[src/verilog/branch_pkg.sv]
// Shared types and constants for the branch detection stage; compile this before any module.
`default_nettype none

package branch_pkg;

    localparam int PC_WIDTH     = 10; // Program counters and link targets.
    localparam int THREAD_WIDTH = 8;  // Wide enough for the largest thread count.

    // Branch condition opcodes, stored in each entry.
    typedef enum logic [2:0] {
        COND_NEVER        = 3'd0,
        COND_ALWAYS       = 3'd1,
        COND_ZERO         = 3'd2,
        COND_NOT_ZERO     = 3'd3,
        COND_NEGATIVE     = 3'd4,
        COND_NOT_NEGATIVE = 3'd5,
        COND_CARRY        = 3'd6,
        COND_OVERFLOW     = 3'd7
    } cond_op_t;

    // One branch entry per thread. This is the RAM word.
    typedef struct packed {
        logic [PC_WIDTH-1:0] match_pc; // PC that triggers the branch.
        cond_op_t            cond;
        logic [PC_WIDTH-1:0] link;     // Branch target.
    } branch_entry_t;

    typedef struct packed {
        logic zero;
        logic negative;
        logic carry;
        logic overflow;
    } alu_flags_t;

    typedef struct packed {
        logic                    valid;
        logic [THREAD_WIDTH-1:0] thread;
        logic [PC_WIDTH-1:0]     pc;
    } branch_req_t;

    // Software write port into the entry store.
    typedef struct packed {
        logic                    wren;
        logic [THREAD_WIDTH-1:0] thread;
        branch_entry_t           entry;
    } entry_write_t;

    typedef struct packed {
        logic                    valid;
        logic [THREAD_WIDTH-1:0] thread;
        logic                    taken;
        logic [PC_WIDTH-1:0]     target; // Zero when not taken.
    } branch_result_t;

endpackage

`default_nettype wire

[src/verilog/branch_resolver.sv]
// Matches the request PC, aligns it with the condition outcome and link, and emits the result.
`timescale 1ns/100ps
`default_nettype none

module branch_resolver (
    input  wire                               clock,
    input  wire                               rst_n,
    input  wire  branch_pkg::branch_req_t     req,
    input  wire  [branch_pkg::PC_WIDTH-1:0]   match_pc,
    input  wire                               cond_true,
    input  wire  [branch_pkg::PC_WIDTH-1:0]   link,
    output branch_pkg::branch_result_t        result
);

    localparam int TAG_WIDTH = 1 + branch_pkg::THREAD_WIDTH;

    logic [branch_pkg::PC_WIDTH-1:0]     pc_q;        // Request PC at t+1.
    logic                                hit_d;       // PC match at t+4.
    logic                                cond_true_d; // Condition outcome at t+4.
    logic                                valid_d;
    logic [branch_pkg::THREAD_WIDTH-1:0] thread_d;
    logic                                taken;

    always_ff @(posedge clock) begin
        pc_q <= req.pc;
    end

    // Valid and thread ride alongside the item until the result stage.
    delay_line #(
        .DEPTH (4),
        .WIDTH (TAG_WIDTH)
    ) u_tag_delay (
        .clock (clock),
        .rst_n (rst_n),
        .in    ({req.valid, req.thread}),
        .out   ({valid_d, thread_d})
    );

    delay_line #(
        .DEPTH (3),
        .WIDTH (1)
    ) u_hit_delay (
        .clock (clock),
        .rst_n (rst_n),
        .in    (pc_q == match_pc), // First stage registers the hit at t+2.
        .out   (hit_d)
    );

    delay_line #(
        .DEPTH (1),
        .WIDTH (1)
    ) u_cond_delay (
        .clock (clock),
        .rst_n (rst_n),
        .in    (cond_true),
        .out   (cond_true_d)
    );

    // Empty slots reach this stage with a false condition.
    assign taken = hit_d & cond_true_d;

    always_ff @(posedge clock or negedge rst_n) begin
        if (!rst_n) begin
            result <= '0;
        end else begin
            result.valid  <= valid_d;
            result.thread <= thread_d;
            result.taken  <= taken;
            result.target <= taken ? link : '0; // Seen at t+5.
        end
    end

    a_taken_valid: assert property (
        @(posedge clock) disable iff (!rst_n) result.taken |-> result.valid
    ) else $error("Branch taken on an invalid result.");

endmodule

`default_nettype wire

[src/verilog/branch_unit.sv]
// Top level of the branch detection stage; connects request, flag and entry write ports.
`timescale 1ns/100ps
`default_nettype none

module branch_unit #(
    parameter int  THREADS    = 8,
    localparam int ADDR_WIDTH = (THREADS > 1) ? $clog2(THREADS) : 1
) (
    input  wire                              clock,
    input  wire                              rst_n,
    input  wire  branch_pkg::branch_req_t    req,
    input  wire  branch_pkg::alu_flags_t     flags,
    input  wire  branch_pkg::entry_write_t   wr,
    output wire  branch_pkg::branch_result_t result
);

    logic [branch_pkg::PC_WIDTH-1:0] match_pc;  // Entry PC at t+1.
    branch_pkg::cond_op_t            cond;      // Entry condition at t+2.
    logic [branch_pkg::PC_WIDTH-1:0] link;      // Entry target at t+4.
    logic                            cond_true; // Condition outcome at t+3.

    // Entry lookup for the issuing thread.
    control_memory #(
        .THREADS (THREADS)
    ) u_control_memory (
        .clock       (clock),
        .rst_n       (rst_n),
        .wr          (wr),
        .read_valid  (req.valid),
        .read_thread (req.thread[ADDR_WIDTH-1:0]),
        .match_pc    (match_pc),
        .cond        (cond),
        .link        (link)
    );

    // Flags arrive two cycles after the request.
    condition_evaluator u_condition_evaluator (
        .clock     (clock),
        .rst_n     (rst_n),
        .cond      (cond),
        .flags     (flags),
        .cond_true (cond_true)
    );

    branch_resolver u_branch_resolver (
        .clock     (clock),
        .rst_n     (rst_n),
        .req       (req),
        .match_pc  (match_pc),
        .cond_true (cond_true),
        .link      (link),
        .result    (result)
    );

endmodule

`default_nettype wire

[src/verilog/condition_evaluator.sv]
// Evaluates a branch condition opcode against the ALU flags and registers the outcome.
`timescale 1ns/100ps
`default_nettype none

module condition_evaluator (
    input  wire                        clock,
    input  wire                        rst_n,
    input  wire  branch_pkg::cond_op_t cond,
    input  wire  branch_pkg::alu_flags_t flags,
    output logic                       cond_true
);

    logic cond_hold; // Combinational outcome at t+2.

    always_comb begin
        case (cond)
            branch_pkg::COND_NEVER: begin
                cond_hold = 1'b0;
            end
            branch_pkg::COND_ALWAYS: begin
                cond_hold = 1'b1;
            end
            branch_pkg::COND_ZERO: begin
                cond_hold = flags.zero;
            end
            branch_pkg::COND_NOT_ZERO: begin
                cond_hold = ~flags.zero;
            end
            branch_pkg::COND_NEGATIVE: begin
                cond_hold = flags.negative;
            end
            branch_pkg::COND_NOT_NEGATIVE: begin
                cond_hold = ~flags.negative;
            end
            branch_pkg::COND_CARRY: begin
                cond_hold = flags.carry;
            end
            branch_pkg::COND_OVERFLOW: begin
                cond_hold = flags.overflow;
            end
            default: begin
                cond_hold = 1'b0; // Unknown opcode never branches.
            end
        endcase
    end

    always_ff @(posedge clock or negedge rst_n) begin
        if (!rst_n) begin
            cond_true <= 1'b0;
        end else begin
            cond_true <= cond_hold; // Ready at t+3.
        end
    end

    // The control memory substitutes NEVER for empty slots, so any X is a bad entry.
    a_cond_known: assert property (
        @(posedge clock) disable iff (!rst_n) !$isunknown(cond)
    ) else $error("Condition opcode is unknown.");

endmodule

`default_nettype wire

[src/verilog/control_memory.sv]
// Per-thread branch entry store; presents match PC, condition and link at their pipeline stages.
`timescale 1ns/100ps
`default_nettype none

module control_memory #(
    parameter int  THREADS    = 8,
    localparam int ADDR_WIDTH = (THREADS > 1) ? $clog2(THREADS) : 1
) (
    input  wire                                clock,
    input  wire                                rst_n,
    input  wire  branch_pkg::entry_write_t     wr,
    input  wire                                read_valid,
    input  wire  [ADDR_WIDTH-1:0]              read_thread,
    output logic [branch_pkg::PC_WIDTH-1:0]    match_pc,
    output branch_pkg::cond_op_t               cond,
    output logic [branch_pkg::PC_WIDTH-1:0]    link
);

    localparam int COND_WIDTH = $bits(branch_pkg::cond_op_t);

    branch_pkg::branch_entry_t word;       // RAM output, one cycle after the read.
    logic                      word_valid; // Read valid, aligned with word.
    branch_pkg::cond_op_t      cond_in;
    logic [COND_WIDTH-1:0]     cond_q;

    ram_sdp #(
        .WIDTH   ($bits(branch_pkg::branch_entry_t)),
        .THREADS (THREADS)
    ) u_ram (
        .clock      (clock),
        .wren       (wr.wren),
        .write_addr (wr.thread[ADDR_WIDTH-1:0]),
        .write_data (wr.entry),
        .read_addr  (read_thread),
        .read_data  (word)
    );

    always_ff @(posedge clock or negedge rst_n) begin
        if (!rst_n) begin
            word_valid <= 1'b0;
        end else begin
            word_valid <= read_valid;
        end
    end

    assign match_pc = word.match_pc; // Used at t+1.

    // Empty slots carry NEVER so the evaluator always sees a known opcode.
    assign cond_in = word_valid ? word.cond : branch_pkg::COND_NEVER;

    delay_line #(
        .DEPTH (1),
        .WIDTH (COND_WIDTH)
    ) u_cond_delay (
        .clock (clock),
        .rst_n (rst_n),
        .in    (cond_in),
        .out   (cond_q)
    );

    assign cond = branch_pkg::cond_op_t'(cond_q); // Used at t+2.

    // Link is needed last, at t+4.
    delay_line #(
        .DEPTH (3),
        .WIDTH (branch_pkg::PC_WIDTH)
    ) u_link_delay (
        .clock (clock),
        .rst_n (rst_n),
        .in    (word.link),
        .out   (link)
    );

    // The RAM has no forwarding, so a colliding write leaves the read undefined.
    a_no_rw_collision: assert property (
        @(posedge clock) disable iff (!rst_n)
        (wr.wren && read_valid) |-> (wr.thread[ADDR_WIDTH-1:0] != read_thread)
    ) else $error("Entry write collides with a read of the same thread.");

endmodule

`default_nettype wire

[src/verilog/delay_line.sv]
// Register chain that delays a vector by DEPTH clock cycles; used to align pipeline fields.
`timescale 1ns/100ps
`default_nettype none

module delay_line #(
    parameter int DEPTH = 1,
    parameter int WIDTH = 1
) (
    input  wire              clock,
    input  wire              rst_n,
    input  wire  [WIDTH-1:0] in,
    output logic [WIDTH-1:0] out
);

    logic [WIDTH-1:0] stage [DEPTH];

    always_ff @(posedge clock or negedge rst_n) begin
        if (!rst_n) begin
            for (int i = 0; i < DEPTH; i++) begin
                stage[i] <= '0;
            end
        end else begin
            stage[0] <= in;
            for (int i = 1; i < DEPTH; i++) begin
                stage[i] <= stage[i-1]; // Shift one step.
            end
        end
    end

    assign out = stage[DEPTH-1];

endmodule

`default_nettype wire

[src/verilog/ram_sdp.sv]
// Simple dual-port RAM holding one word per thread, with a registered read and no forwarding.
`timescale 1ns/100ps
`default_nettype none

module ram_sdp #(
    parameter int  WIDTH      = 23,
    parameter int  THREADS    = 8,
    localparam int ADDR_WIDTH = (THREADS > 1) ? $clog2(THREADS) : 1
) (
    input  wire                   clock,
    input  wire                   wren,
    input  wire  [ADDR_WIDTH-1:0] write_addr,
    input  wire  [WIDTH-1:0]      write_data,
    input  wire  [ADDR_WIDTH-1:0] read_addr,
    output logic [WIDTH-1:0]      read_data
);

    logic [WIDTH-1:0] mem [THREADS];

    always_ff @(posedge clock) begin
        if (wren) begin
            mem[write_addr] <= write_data;
        end
        // Same-address write and read return the old word.
        read_data <= mem[read_addr];
    end

    // Non power of two thread counts leave unused addresses.
    a_write_addr_range: assert property (
        @(posedge clock) wren |-> (write_addr < THREADS)
    ) else $error("RAM write address out of range.");

    a_read_addr_range: assert property (
        @(posedge clock) !$isunknown(read_addr) |-> (read_addr < THREADS)
    ) else $error("RAM read address out of range.");

endmodule

`default_nettype wire
[config.mk]
export PLATFORM = sky130hd
export DESIGN_NAME = branch_unit
export DESIGN_NICKNAME = d
export VERILOG_FILES = /design/src/verilog/branch_pkg.sv /design/src/verilog/branch_resolver.sv /design/src/verilog/branch_unit.sv /design/src/verilog/condition_evaluator.sv /design/src/verilog/control_memory.sv /design/src/verilog/delay_line.sv /design/src/verilog/ram_sdp.sv
export SDC_FILE = /design/constraint.sdc
export NUM_CORES = 1
export LEC_CHECK = 0
export BUFFER_PORTS_ARGS = -buffer_cell sky130_fd_sc_hd__buf_4
export CORE_MARGIN = 2
export CORE_UTILIZATION = 59
export DETAILED_ROUTE_END_ITERATION = 10
export GPL_TIMING_DRIVEN = 0
export HOLD_SLACK_MARGIN = 0.02
export PLACE_DENSITY = 0.77
export SYNTH_ARGS = -nofsm -noshare
export SYNTH_HDL_FRONTEND = slang
export SYNTH_HIERARCHICAL = 1
export SYNTH_SLANG_ARGS = --single-unit
[constraint.sdc]
create_clock -name clock -period 1.3 [get_ports clock]
set_input_delay 0.065 -clock clock [delete_from_list [all_inputs] [get_ports clock]]
set_output_delay 0.065 -clock clock [all_outputs]
set_load 0.02 [all_outputs]
==> reports/results.tsv <==
metric	value	unit
outcome	finished, violations left	
violations	negative setup slack	
antenna_cells	0	
drive_above_1_share	0.3082	
routedWlPerCell	21.77	um
hold_viol_final	0	
yosys.area.top_type	edfxtp_1	
max_freq	0.7333	GHz
p_leak	0.004921	uW
worstPathMaxFanout	1	
worst_slack	-0.06364	ns
antenna_found_initial	0	
maxSlewHeadroom	0.2519	
io_pins	77	
fillers	988	
worstSkewPairLatency	0.53	ns
synth_top_area_share	0.5237	
cts_htree_levels	1	
finalMaxSlewViolations	0	
die_y	137.7	um
die_area	18970	um^2
synthArstFlopShare	0.3045	
grt.overflow.total	0	
hp-start	wr[23]	
cts_buffers	29	
final_cell_area	12860	um^2
ys_warn_count	6	
cts_num_sinks	312	
final_net_count	672	
ys_ff_latch	312	
hold_buffers	47	
maxCapViolCount	0	
cts.root.buffer_cell	clkbuf_16	
drt_iter0_markers	340	
vias	4743	
fp.coreArea	17420	um^2
p_per_area	1584	nW/um^2
finalCriticalPeriod	1.364	ns
gp_congestion	0.7316	
syn_to_final_growth	21.88	%
cts_tree	built	
grt_pass1_vias	4994	
ir_worst_vdd	1.328	mV
rr_startpoint	u_control_memory/u_ram/mem[7][1]	
multi_input_area	1803	um^2
grt_max_degree	96	
critPathCaptureType	flop	
die_w	137.7	um
start_util	0.6057	
clk_pin_slew	0.06	ns
synth_nets	520	
netlist_area	10550	um^2
drt-total-wl	18.75	mm
synth.avg_cell_area	22.79	um^2
path_class	reg -> reg	
syn_inst	463	
grt_use_total	0.2084	
final_util	0.7383	
start_kind	flop	
rows	48	
rsz0062_at_grt	yes	
regArea	8563	um^2
vias_per_cell	5.509	
worst_pin_slew	1.122	ns
drcViolationCount	0	
ys_seq_area_frac	0.8117	
drt_first_pass_iters	4	
crit_arrival	1.78	ns
hold_class	in -> reg	
post_dp_cell_area	11470	um^2
clock_path_buffers	3	
critical_path.startpoint	u_control_memory/u_ram/mem[7][1]	
skew	0.01136	ns
ant_nets	0	
setup_viol	1	
yosysUniqueCellTypes	26	
required	1.72	ns
dp_hpwl	9.991	mm
grt_pass1_wl	28.51	mm
synth_ff_type	edfxtp_1	
min_period_over_period	1.049	
port_buffers	71	
synth_edf_count	184	
tns	-0.06364	ns
synth_area_leaders	edfxtp_1, dfrtp_1, mux4_1	
dp_slack	-0.6592	ns
flip-flops by register name, indices dropped and copies added, names as in the netlist, 9 cells and up:
| register | cells |
|---|---|
| u_control_memory/u_ram/read_data | 23 |
| u_control_memory/u_link_delay/stage | 20 |
| u_control_memory/u_link_delay/out | 10 |
| u_branch_resolver/u_tag_delay/out | 9 |
| u_branch_resolver/pc_q | 10 |
| u_control_memory/u_ram/mem | 184 |
| u_branch_resolver/result | 20 |
| u_branch_resolver/u_tag_delay/stage | 27 |
where the power goes:
group / internal (uW) / switching (uW) / leakage [uW]
sequential: 11000 / 145 / 0.00309
clock: 4780 / 3380 / 0.000464
combinational: 579 / 512 / 0.00136
total: 16300 / 4030 / 0.00492
worst paths after layout:
check | endpoint | slack (ns) | cells past startpoint
max | u_control_memory/u_ram/read_data[1] | -0.06 | 2
min in group asynchronous | u_branch_resolver/result[5] | 0.28 | 2
max in group asynchronous | u_branch_resolver/u_tag_delay/stage[25] | 0.29 | 2
min reg2reg | u_control_memory/u_link_delay/stage[22] | 0.33 | 0
min | u_control_memory/u_ram/mem[0][9] | 0.004 | 2
max reg2reg | u_control_memory/u_ram/read_data[1] | -0.06 | 2
layout make-up:
cell class	count	area share
Tap cell	225	0.02189
Clock buffer	41	0.06393
Multi-Input combinational cell	119	0.1402
Buffer	33	0.01849
Sequential cell	312	0.6660
Timing Repair Buffer	120	0.08135
Clock inverter	11	0.008174
cell usage in the layout, fill, tap and decap left out, types with 5 or more instances in the layout:
cell type      count
dlygate4sd3_1     47
buf_6              5
mux4_2            18
clkinv_2           9
buf_4             90
nor2_4             6
mux2_2            22
mux4_1            28
xnor2_1            8
edfxtp_1         184
and3_1            11
clkbuf_16         30
clkbuf_1          11
dfxtp_1           33
dfrtp_1           95
synthesized netlist by cell type (4+ instances only):
cell / number
edfxtp_1: 184
dfrtp_1: 95
mux4_1: 37
dfxtp_1: 33
mux2_2: 23
buf_4: 19
and3_1: 11
mux4_2: 9
xnor2_1: 8
nor2_1: 7
buf_6: 5
and2_1: 4
buf_2: 4
kinds of logic after synthesis:
| kind of cell | count (synthesis) | share of synthesized area |
|---|---|---|
| buf+inv | 33 | 0.02253 |
| compound gates | 4 | 0.001897 |
| mux | 70 | 0.1370 |
| simple gates | 34 | 0.01862 |
| xor+xnor | 10 | 0.008302 |
| flops | 312 | 0.8117 |
through the flow:
step | hold slack, ns | power [uW] | instances
2_1_floorplan | -0.2306 | 11790 | 463
3_3_place_gp | 0.1696 | 12190 | 759
3_5_place_dp | 0.1706 | 12280 | 761
4_1_cts | -0.002014 | 20510 | 861
5_1_grt | 0.01162 | 21020 | 861
6_report | 0.004195 | 20370 | 861
per-layer routing:
metal  global-route usage  part of all wire  routed length, um
met5                    0                 0                  0
met4              0.05045             0.022                420
met3              0.03238             0.048                906
met2               0.3626              0.51               9548
met1               0.2820              0.42               7871
critical path, cell delays in order, from the launching register on:
cell and delay [ns]:
edfxtp_1 0.43, mux4_2 0.54, mux2_4 0.28
what timing repair did:
| item | 4_1_cts | 5_1_grt |
|---|---|---|
| resized for setup | 4 | 8 |
| hold endpoints to repair | 323 | 14 |
| pin swaps | 1 | 1 |
| cloned | 1 | 0 |
| buffers inserted | 0 | 0 |
| setup endpoints to repair | 26 | 15 |
Note: power is estimated with default switching activity, not from simulation.
